`config.mk`:
```
export PLATFORM = sky130hd
export DESIGN_NAME = fc_layer_top
export DESIGN_NICKNAME = d
export VERILOG_FILES = /design/src/fc_pkg.sv /design/src/fc_frame_loader.sv /design/src/fc_neuron_lane.sv /design/src/fc_output_packer.sv /design/src/fc_layer_top.sv
export SDC_FILE = /design/constraint.sdc
export NUM_CORES = 1
export LEC_CHECK = 0
export BUFFER_PORTS_ARGS = -buffer_cell sky130_fd_sc_hd__buf_4
export CORE_ASPECT_RATIO = 1.1
export CORE_MARGIN = 2
export CORE_UTILIZATION = 40
export DETAILED_ROUTE_END_ITERATION = 12
export PLACE_DENSITY = 0.51
export REMOVE_ABC_BUFFERS = 1
export SYNTH_ARGS = -nofsm -noshare
export SYNTH_HDL_FRONTEND = slang
export SYNTH_HIERARCHICAL = 1
export SYNTH_SLANG_ARGS = --single-unit
export TNS_END_PERCENT = 100
```
`constraint.sdc`:
```
create_clock -name clk -period 13.85 [get_ports clk]
set_input_delay 0 -clock clk [delete_from_list [all_inputs] [get_ports clk]]
set_output_delay 0 -clock clk [all_outputs]
set_load 0.02 [all_outputs]
```
`src/fc_pkg.sv`:
```
// FC layer shared definitions
`default_nettype none

package fc_pkg;

    //////////////////////////////
    // Layer dimensions
    //////////////////////////////

    // One int8 data byte
    localparam int BYTE_W    = 8;
    // Stream word width
    localparam int WORD_W    = 32;
    // Input features, also MAC steps per output
    localparam int IN_COUNT  = 8;
    // Outputs, one lane each
    localparam int OUT_COUNT = 4;
    // Unquantized accumulator width
    localparam int ACC_W     = 20;

    // Packed feature vector, also one lane's weight row
    localparam int FEATURE_W = IN_COUNT * BYTE_W;

    // Features + weight matrix + biases, in stream words
    localparam int FRAME_WORDS = (FEATURE_W + OUT_COUNT * FEATURE_W
                                  + OUT_COUNT * BYTE_W) / WORD_W;

    // Lane MAC step counter
    localparam int STEP_W = 4;

    //////////////////////////////
    // FSM encodings
    //////////////////////////////

    typedef enum logic {
        LOAD_RECEIVE,
        LOAD_COMPUTE
    } loader_state_t;

    typedef enum logic [1:0] {
        LANE_IDLE,
        LANE_ACCUMULATE,
        LANE_BIAS_ADD,
        LANE_DONE
    } lane_state_t;

endpackage

`default_nettype wire

```
`src/fc_frame_loader.sv`:
```
// FC frame loader
`timescale 1ns/1ns
`default_nettype none

module fc_frame_loader
    import fc_pkg::*;
(
    input  wire logic                                clk,
    input  wire logic                                rstn,
    input  wire logic                                in_valid,
    input  wire logic [WORD_W-1:0]                   in_data,
    input  wire logic                                out_valid,
    output logic      [FEATURE_W-1:0]                features,
    output logic      [OUT_COUNT-1:0][FEATURE_W-1:0] weights,
    output logic      [OUT_COUNT-1:0][BYTE_W-1:0]    biases,
    output logic                                     start
);

    // Word counter wide enough for a whole frame
    localparam int CNT_W      = $clog2(FRAME_WORDS);
    // Layout of the frame in words
    localparam int FEAT_WORDS = FEATURE_W / WORD_W;
    localparam int BIAS_WORD  = FRAME_WORDS - 1;

    loader_state_t    state;
    logic [CNT_W-1:0] word_cnt;
    logic [CNT_W-1:0] widx;
    logic             accept;
    logic             last_word;

    // A word only counts while receiving
    assign accept    = in_valid && (state == LOAD_RECEIVE);
    assign last_word = (word_cnt == CNT_W'(BIAS_WORD));
    // Offset into the weight section
    assign widx      = word_cnt - CNT_W'(FEAT_WORDS);

    //////////////////////////////
    // Control FSM
    //////////////////////////////

    always_ff @(posedge clk or negedge rstn) begin
        if (!rstn) begin
            state    <= LOAD_RECEIVE;
            word_cnt <= '0;
            start    <= 1'b0;
        end else begin
            // One-cycle pulse by default
            start <= 1'b0;
            case (state)
                LOAD_RECEIVE: begin
                    if (accept) begin
                        if (last_word) begin
                            word_cnt <= '0;
                            state    <= LOAD_COMPUTE;
                            start    <= 1'b1;
                        end else begin
                            word_cnt <= word_cnt + 1'b1;
                        end
                    end
                end
                LOAD_COMPUTE: begin
                    // Hold data for the lanes until the result leaves
                    if (out_valid) begin
                        state <= LOAD_RECEIVE;
                    end
                end
                default: state <= LOAD_RECEIVE;
            endcase
        end
    end

    //////////////////////////////
    // Frame registers
    //////////////////////////////

    always_ff @(posedge clk) begin
        if (accept) begin
            if (word_cnt < CNT_W'(FEAT_WORDS)) begin
                // Features k..k+3 in bytes 0..3
                features[word_cnt * WORD_W +: WORD_W] <= in_data;
            end else if (last_word) begin
                // Byte j is the bias of output j
                biases <= in_data;
            end else begin
                // Two words per output row, low half first
                weights[widx[2:1]][widx[0] * WORD_W +: WORD_W] <= in_data;
            end
        end
    end

endmodule

`default_nettype wire

```
`src/fc_neuron_lane.sv`:
```
// FC neuron lane
`timescale 1ns/1ns
`default_nettype none

module fc_neuron_lane
    import fc_pkg::*;
(
    input  wire logic                 clk,
    input  wire logic                 rstn,
    input  wire logic                 start,
    input  wire logic [FEATURE_W-1:0] features,
    input  wire logic [FEATURE_W-1:0] weights,
    input  wire logic [BYTE_W-1:0]    bias,
    output logic      [ACC_W-1:0]     sum,
    output logic                      done
);

    lane_state_t               state;
    logic [STEP_W-1:0]         step;
    logic [ACC_W-1:0]          acc;

    logic signed [BYTE_W-1:0]   feat_byte;
    logic signed [BYTE_W-1:0]   wgt_byte;
    logic signed [2*BYTE_W-1:0] product;
    logic        [ACC_W-1:0]    product_ext;
    logic        [ACC_W-1:0]    bias_ext;

    //////////////////////////////
    // Datapath
    //////////////////////////////

    // Byte at the current step position
    assign feat_byte = features[step * BYTE_W +: BYTE_W];
    assign wgt_byte  = weights[step * BYTE_W +: BYTE_W];
    assign product   = feat_byte * wgt_byte;

    // Sign extension up to the accumulator width
    assign product_ext = {{(ACC_W - 2 * BYTE_W){product[2*BYTE_W-1]}}, product};
    assign bias_ext    = {{(ACC_W - BYTE_W){bias[BYTE_W-1]}}, bias};

    // Accumulator, cleared on every start
    always_ff @(posedge clk) begin
        case (state)
            LANE_IDLE:       if (start) acc <= '0;
            LANE_ACCUMULATE: acc <= acc + product_ext;
            LANE_BIAS_ADD:   acc <= acc + bias_ext;
            default:         acc <= acc;
        endcase
    end

    //////////////////////////////
    // Step FSM
    //////////////////////////////

    always_ff @(posedge clk or negedge rstn) begin
        if (!rstn) begin
            state <= LANE_IDLE;
            step  <= '0;
        end else begin
            case (state)
                LANE_IDLE: begin
                    step <= '0;
                    if (start) state <= LANE_ACCUMULATE;
                end
                LANE_ACCUMULATE: begin
                    // Eight steps, then the bias
                    if (step == STEP_W'(IN_COUNT - 1)) begin
                        state <= LANE_BIAS_ADD;
                    end
                    step <= step + 1'b1;
                end
                LANE_BIAS_ADD: state <= LANE_DONE;
                LANE_DONE:     state <= LANE_IDLE;
                default:       state <= LANE_IDLE;
            endcase
        end
    end

    // Full-width sum, quantized downstream
    assign sum  = acc;
    assign done = (state == LANE_DONE);

endmodule

`default_nettype wire

```
`src/fc_output_packer.sv`:
```
// FC output packer
`timescale 1ns/1ns
`default_nettype none

module fc_output_packer
    import fc_pkg::*;
(
    input  wire logic                            clk,
    input  wire logic                            rstn,
    input  wire logic [OUT_COUNT-1:0][ACC_W-1:0] sums,
    input  wire logic [OUT_COUNT-1:0]            lane_done,
    output logic                                 out_valid,
    output logic      [WORD_W-1:0]               out_data
);

    // Bits from the MSB down to Q_MSB must agree for an in-range sum
    // Result keeps the sign over sum bits Q_MSB-1..Q_LSB
    localparam int Q_LSB = BYTE_W;
    localparam int Q_MSB = Q_LSB + BYTE_W - 1;

    logic [OUT_COUNT-1:0][BYTE_W-1:0] packed_q;
    logic                             all_done;

    // Saturating int8 quantization of one sum
    function automatic logic [BYTE_W-1:0] quantize(input logic [ACC_W-1:0] s);
        logic [ACC_W-Q_MSB-1:0] top;
        top = s[ACC_W-1:Q_MSB];
        if ((top == '0) || (top == '1)) begin
            return {s[ACC_W-1], s[Q_MSB-1:Q_LSB]};
        end
        // Out of range, clip by sign
        return s[ACC_W-1] ? {1'b1, {(BYTE_W-1){1'b0}}} : {1'b0, {(BYTE_W-1){1'b1}}};
    endfunction

    // Output j lands in byte j
    always_comb begin
        for (int j = 0; j < OUT_COUNT; j++) begin
            packed_q[j] = quantize(sums[j]);
        end
    end

    assign all_done = &lane_done;

    //////////////////////////////
    // Result register
    //////////////////////////////

    always_ff @(posedge clk or negedge rstn) begin
        if (!rstn) begin
            out_valid <= 1'b0;
            out_data  <= '0;
        end else begin
            out_valid <= all_done;
            // Holds until the next frame
            if (all_done) out_data <= packed_q;
        end
    end

endmodule

`default_nettype wire

```
`src/fc_layer_top.sv`:
```
// FC layer top level
`timescale 1ns/1ns
`default_nettype none

module fc_layer_top
    import fc_pkg::*;
(
    input  wire logic              clk,
    input  wire logic              rstn,
    input  wire logic              in_valid,
    input  wire logic [WORD_W-1:0] in_data,
    output logic                   out_valid,
    output logic      [WORD_W-1:0] out_data
);

    // Loader to lanes
    logic [FEATURE_W-1:0]                features;
    logic [OUT_COUNT-1:0][FEATURE_W-1:0] weights;
    logic [OUT_COUNT-1:0][BYTE_W-1:0]    biases;
    logic                                start;

    // Lanes to packer
    logic [OUT_COUNT-1:0][ACC_W-1:0]     sums;
    logic [OUT_COUNT-1:0]                lane_done;

    fc_frame_loader u_loader (
        .clk       (clk),
        .rstn      (rstn),
        .in_valid  (in_valid),
        .in_data   (in_data),
        .out_valid (out_valid),
        .features  (features),
        .weights   (weights),
        .biases    (biases),
        .start     (start)
    );

    //////////////////////////////
    // One lane per output
    //////////////////////////////

    for (genvar j = 0; j < OUT_COUNT; j++) begin : g_lane
        fc_neuron_lane u_lane (
            .clk      (clk),
            .rstn     (rstn),
            .start    (start),
            .features (features),
            .weights  (weights[j]),
            .bias     (biases[j]),
            .sum      (sums[j]),
            .done     (lane_done[j])
        );
    end

    fc_output_packer u_packer (
        .clk       (clk),
        .rstn      (rstn),
        .sums      (sums),
        .lane_done (lane_done),
        .out_valid (out_valid),
        .out_data  (out_data)
    );

endmodule

`default_nettype wire

```
==> results.md, run 1 <==
- Sequential element share of the synthesized area: 0.4020
- Clk slew on worst S/H paths: ~60 ps
- Critical path capture point type: flop
- Largest stage delay, worst path: 640 ps
- Least-Margin Pin Slew: about 1300 ps
- RePlAce Congestion: about 0.84
- Status: completed
- HPWL Detailed: 67540 microns
- Worst Path Buf+Inv: 4
- Syn avg cell area: 11.82 sq um
- Vias in the first global route: between 20000 and 25000
- Post-synth ARST share: 0.1273
- Clock Tree Buf Depth: 3
- Setup TNS: 0 ps
- CP arrival: between 8000 and 9000 ps
- # rows: between 100 and 150
- Port buffer count: 67
- Die extent in x: 290.8 microns
- Area of the mapped netlist: between 30000 and 40000 sq um
- Final Max Tran Viols: 0
- Ys Warns: 6
- Startpoint types: flop
- Clock root buffer: clkbuf_16
- Top Family by Delay on Critical Path: adder cells
- Layout cells sized above 1: 0.1466
- Drt first-iter violations: 1667
- Synthesis-to-layout area growth: 10.49%
- Post-place setup slack: ~5200 ps
- CTS sink cnt: slightly below 500
- First-pass DRT Iterations: 5
- Initial antenna violation count: 4
- Ys flop type: edfxtp_1
- Clk_lat worst skew: 680 ps
- Slew HR: 0.1656
- Final Worst Setup Slack: ~5300 ps
- RSZ-0062 raised after global routing: no
- Gr usage total: 0.2027
- Number of setup violations in the final report: 0
- Post-synth EDFFs: about 430
- Critical path class: reg2reg
- CTS tree: built
- Die H: about 320 microns
- Worst path most repeated cell: fa_1
- Initial Utilization: 0.4044
- Crit Path Max Fanout: 35
- Minimum clock period: roughly 8600 ps
- Final worst-path cycle share: 0.6208
- Max-cap violations: 0
- Max Freq: between 100 and 150 MHz
- Netlist cell types: slightly above 100
- Final Skew: ~62 ps
- Hold Vio Cnt, Final: 0
- Pin count of the biggest net entering global routing: ~80
- Cells after Synth: a little over 3000
- H-tree levels: 2
- Number of vias per cell: roughly 5.4
- Grt ovf: 0
- Final core utilization: 0.4468
- Global-route wire length before repair: about 140000 microns
- Vias: 23160
- Fin nets: roughly 3600
- Cts bufs inserted: 58
- Routed length per instance: 21.48 microns
- ANT nets after route: 0
- FF+latch count, synth: roughly 500
- Post-route DRC: 0
- Critical Path RT: 14230 ps
- Die ar.: roughly 93000 sq um
- Final WL: ~93000 microns
- CORE AREA: slightly below 90000 sq um
- Worst hold margin: a little under 90 ps
- Num ports: 68
- Crit-path slowest cell: buf_4
- Hold crit path type: in2async
-- routing by layer --
metal / global-route usage / vias to the layer above / part of all wire
met3: 0.02585 / 101 / 0.045
met2: 0.3466 / 483 / 0.49
met1: 0.2757 / 11850 / 0.45
met4: 0.04548 / 0 / 0.018
li1: - / 10730 / -
met5: 0 / - / 0
-- final timing paths --
kind                                                      start                                endpoint  slack, ps  cells after the start
max in group asynchronous                                  rstn    g_lane[3].u_lane/step[2]$_DFFE_PN0P_      13010                      2
hold / removal                                             rstn                u_loader/state$_DFF_PN0_         90                      2
min in group clk                                    in_data[16]           u_loader/biases[16]$_DFFE_PP_        130                      2
setup / recovery           g_lane[1].u_lane/step[0]$_DFFE_PN0P_  g_lane[1].u_lane/sum[19]$_SDFFCE_PN0P_       5250                     28
hold reg to reg               u_packer/out_data[31]$_DFFE_PN0P_       u_packer/out_data[31]$_DFFE_PN0P_        480                      1
setup reg to reg           g_lane[1].u_lane/step[0]$_DFFE_PN0P_  g_lane[1].u_lane/sum[19]$_SDFFCE_PN0P_       5250                     28
-- through the flow --
step                instances  area, sq um
detailed placement       4179        37790
finish                   4325        39990
global route             4321        39980
global placement         4179        37790
floorplan                2913        35500
CTS                      4321        39980
-- what timing repair did --
action,4_1_cts,5_1_grt
endpoints found under the hold margin,420,0
gates resized for setup,0,0
endpoints found under the setup margin,0,0
buffers inserted,0,0
hold buffers,34,0
-- flip-flops by register name, summed over array words and instances (netlist names) --
register and flops:
u_loader/biases 32, u_packer/out_valid 1, g_lane.u_lane/sum 80, u_loader/start 1, g_lane.u_lane/state 8, u_loader/word_cnt 4
u_loader/weights 256, g_lane.u_lane/step 16, u_packer/out_data 32, u_loader/features 64, u_loader/state 1
-- cells in the final DEF, fill, tap and decap left out, types with 59 or more instances in the layout --
cell      Yosys  layout
nor2b_1      71      71
edfxtp_1    432     432
inv_1       392     392
buf_4        14      96
nor2_1      276     270
mux2i_1      68      68
ha_1        227     227
or2_2        59      59
fa_1        228     228
xnor2_1      79      79
a21oi_1      80      80
mux4_2      128     128
and2_1      121     121
nand2_1      87      87
o21ai_0      85      85
-- cell families (layout without fill, tap and decap cells) --
group                      count (synthesis)  count (layout)  synth area share
muxes                                    222             222            0.1067
AOI/OAI and AO/OA                        432             432           0.08474
DFF                                      495             495            0.4020
other                                      0               4                 0
xor gates and xnor gates                 112             112           0.02752
adders and majority gates                455             455            0.2046
buffers and inverters                    544             634           0.06012
and+or+nand+nor                          801             801            0.1144
-- layout make-up --
cell class	instances	area, sq um
inverters	396	1486
repair buffers	130	1061
clock buffers	77	1563
flip-flops and latches	495	14560
multi-input cells	2022	19560
clock inverters	31	286.5
well taps	1170	1464
fillers	8216	49510
diodes	4	10.01
-- worst reg2reg max path: cells and delay by family (launching register included) --
family / cells / cell delay, ps
adder cells (fa/ha/maj): 6 / 2720
multiplexers: 2 / 1130
flip-flops: 1 / 340
XOR/XNOR: 2 / 330
AND/OR/NAND/NOR: 7 / 1680
AO/OA/AOI/OAI: 7 / 1350
buffers and inverters: 4 / 790
-- cells in the mapped netlist (28+ instances only) --
master | number | area share
a21boi_0 | 28 | 0.0058
a21o_1 | 38 | 0.0079
a21oi_1 | 80 | 0.011
and2_1 | 121 | 0.021
clkbuf_1 | 89 | 0.0092
dfrtp_1 | 63 | 0.044
edfxtp_1 | 432 | 0.36
fa_1 | 228 | 0.13
ha_1 | 227 | 0.078
inv_1 | 392 | 0.041
mux2i_1 | 68 | 0.019
mux4_2 | 128 | 0.080
nand2_1 | 87 | 0.0090
nand2b_1 | 31 | 0.0054
nor2_1 | 276 | 0.029
nor2b_1 | 71 | 0.012
o21ai_0 | 85 | 0.012
o22a_1 | 28 | 0.0068
or2_1 | 38 | 0.0066
or2_2 | 59 | 0.010
xnor2_1 | 79 | 0.019
xor2_1 | 32 | 0.0077
Power of run 1 is not shown: default switching activity piles up to over one toggle a cycle in this logic, so the estimate is an artifact.
==> inputs of run 2 (changes only) <==
Clock period 13.85 ns to 8.8 ns, I/O delays scaled along.
==> run 2 against run 1 <==
Via count is 1.2% higher. Hold slack better by 4.1 ps. Final area rose by 0.99%. Wire length grew 1.5%. Final cell count is 0.58% higher. Maximum frequency rose by 6.2%. Critical path type unchanged. Largest cell class unchanged.
==> results.md, run 2 (synthesis results as in run 1) <==
- Clock root buffer: clkbuf_16
- Area of the multi-input gates: slightly below 20000 sq um
- Clk slew on worst S/H paths: about 60 ps
- Final WL: ~94000 microns
- H-tree levels: 2
- Least-Margin Pin Slew: ~1300 ps
- Max Freq: 123.5 MHz
- Drt first-iter violations: roughly 1600
- CORE AREA: 89500 sq um
- Crit Path Max Fanout: 11
- Num ports: 68
- Grt ovf: 0
- Cts bufs inserted: between 50 and 60
- Pin count of the biggest net entering global routing: 79
- Number of vias per cell: around 5.4
- Die extent in x: 290.8 microns
- Fill count: between 8000 and 9000
- Number of setup violations in the final report: 0
- ANT nets after route: 0
- Register area: 14560 sq um
- Port buffer count: 67
- CTS tree: built
- HPWL Detailed: around 70000 microns
- Die ar.: 92900 sq um
- Initial antenna violation count: 12
- Critical Path RT: around 9300 ps
- RePlAce Congestion: around 0.87
- Critical path capture point type: flop
- First-pass DRT Iterations: 5
- Setup TNS: 0 ps
- Die H: about 320 microns
- Final worst-path cycle share: 0.9204
- Gr usage total: 0.2053
- Routed length per instance: 21.68 microns
- Synthesis-to-layout area growth: 11.59%
- Post-route DRC: 0
- Max-cap violations: 0
- CP arrival: 8600 ps
- Initial Utilization: 0.4044
- Vias in the first global route: about 24000
- Most frequent cells in the layout: 432 x edfxtp_1, 392 x inv_1, 270 x nor2_1
- Max reg flops: between 200 and 300
- Clock Tree Buf Depth: 3
- Status: completed
- Hold Vio Cnt, Final: 0
- Fin nets: 3621
- Critical path class: reg2reg
- Postcts setup bufs: 0
- Vias: 23440
- Layout cells sized above 1: 0.1557
- # rows: between 100 and 150
- Final Skew: between 50 and 60 ps
- Clk_lat worst skew: about 670 ps
- Final Max Tran Viols: 0
- Hold crit path type: in2async
- Minimum clock period: slightly above 8000 ps
- CTS sink cnt: ~500
- RSZ-0062 raised after global routing: no
- Global-route wire length before repair: 146500 microns
- N_diodes: 0
- Commonest non-fill, non-tap cell in the layout: edfxtp_1
- Slew HR: 0.1360
- Startpoint types: flop
## run 2: changes by cell type in the layout (fill, tap and decap cells not counted), moves of 3 or more
cell,previous run,this run
buf_4,96,116
diode_2,4,0
bufinv_16,2,6
clkinvlp_4,2,7
buf_12,0,8
clkbuf_8,4,1
clkinv_1,10,6
clkinv_4,2,6
## run 2: worst max-delay path: stages (launching register included)
cell and delay (ps):
dfrtp_2 640, buf_4 210, mux4_2 480, mux2i_1 630, or2_1 350, nor2_1 100, fa_1 660, inv_1 160
fa_1 550, inv_1 50, fa_1 530, inv_1 50, fa_1 530, inv_1 40, ha_1 350, and3_2 260
nand4_4 100, nand4b_4 120, o221a_1 230, a221o_1 420, ha_1 380, and2_1 150, o21ai_0 150, o21ai_1 130
o41ai_2 270, xor3_1 280, nor2_1 100
## run 2: per-layer routing
metal  up-vias  share of wire  global-route usage
met3       114          0.054             0.03072
met1     12000           0.45              0.2824
li1      10770              -                   -
met2       554           0.47              0.3395
met4         0          0.026             0.05561
met5         -              0                   0
## run 2: cell type report
type	instances	share of cell area
repair buffers	159	0.03420
clock inverters	37	0.01103
clock buffers	71	0.03687
multi-input cells	2022	0.4843
flip-flops and latches	495	0.3605
inverters	396	0.03681
well taps	1170	0.03625
## run 2: final timing paths
path | from | endpoint | slack, ps | cells after the start
setup / recovery | g_lane[0].u_lane/step[0]$_DFFE_PN0P_ | g_lane[0].u_lane/sum[19]$_SDFFCE_PN0P_ | 700 | 26
hold / removal | rstn | u_packer/out_data[3]$_DFFE_PN0P_ | 90 | 3
setup reg to reg | g_lane[0].u_lane/step[0]$_DFFE_PN0P_ | g_lane[0].u_lane/sum[19]$_SDFFCE_PN0P_ | 700 | 26
hold reg to reg | u_packer/out_data[23]$_DFFE_PN0P_ | u_packer/out_data[23]$_DFFE_PN0P_ | 490 | 1
max in group asynchronous | rstn | u_loader/word_cnt[0]$_DFFE_PN0P_ | 7420 | 3
min in group clk | in_data[16] | u_loader/biases[16]$_DFFE_PP_ | 110 | 2
## run 2: through the flow
stage / setup WS (ps) / std cells / util / instance area, sq um / hold WS, ps
floorplan: 791.5 / 2913 / - / 35500 / -295.6
global placement: 773.5 / 4207 / 0.4257 / 38100 / -92.55
detailed placement: 692.8 / 4207 / 0.4257 / 38100 / -88.13
CTS: 654.6 / 4350 / 0.4512 / 40380 / 70.47
global route: 99.17 / 4350 / 0.4512 / 40380 / 105.4
finish: 700.9 / 4350 / 0.4512 / 40380 / 91.56
## run 2: what timing repair did
item / CTS / global route
hold endpoints to repair: 424 / 0
endpoints found under the setup margin: 0 / 1
resized for setup: 0 / 1
hold buffers: 35 / 0
Power of run 2 is left out for the same reason.
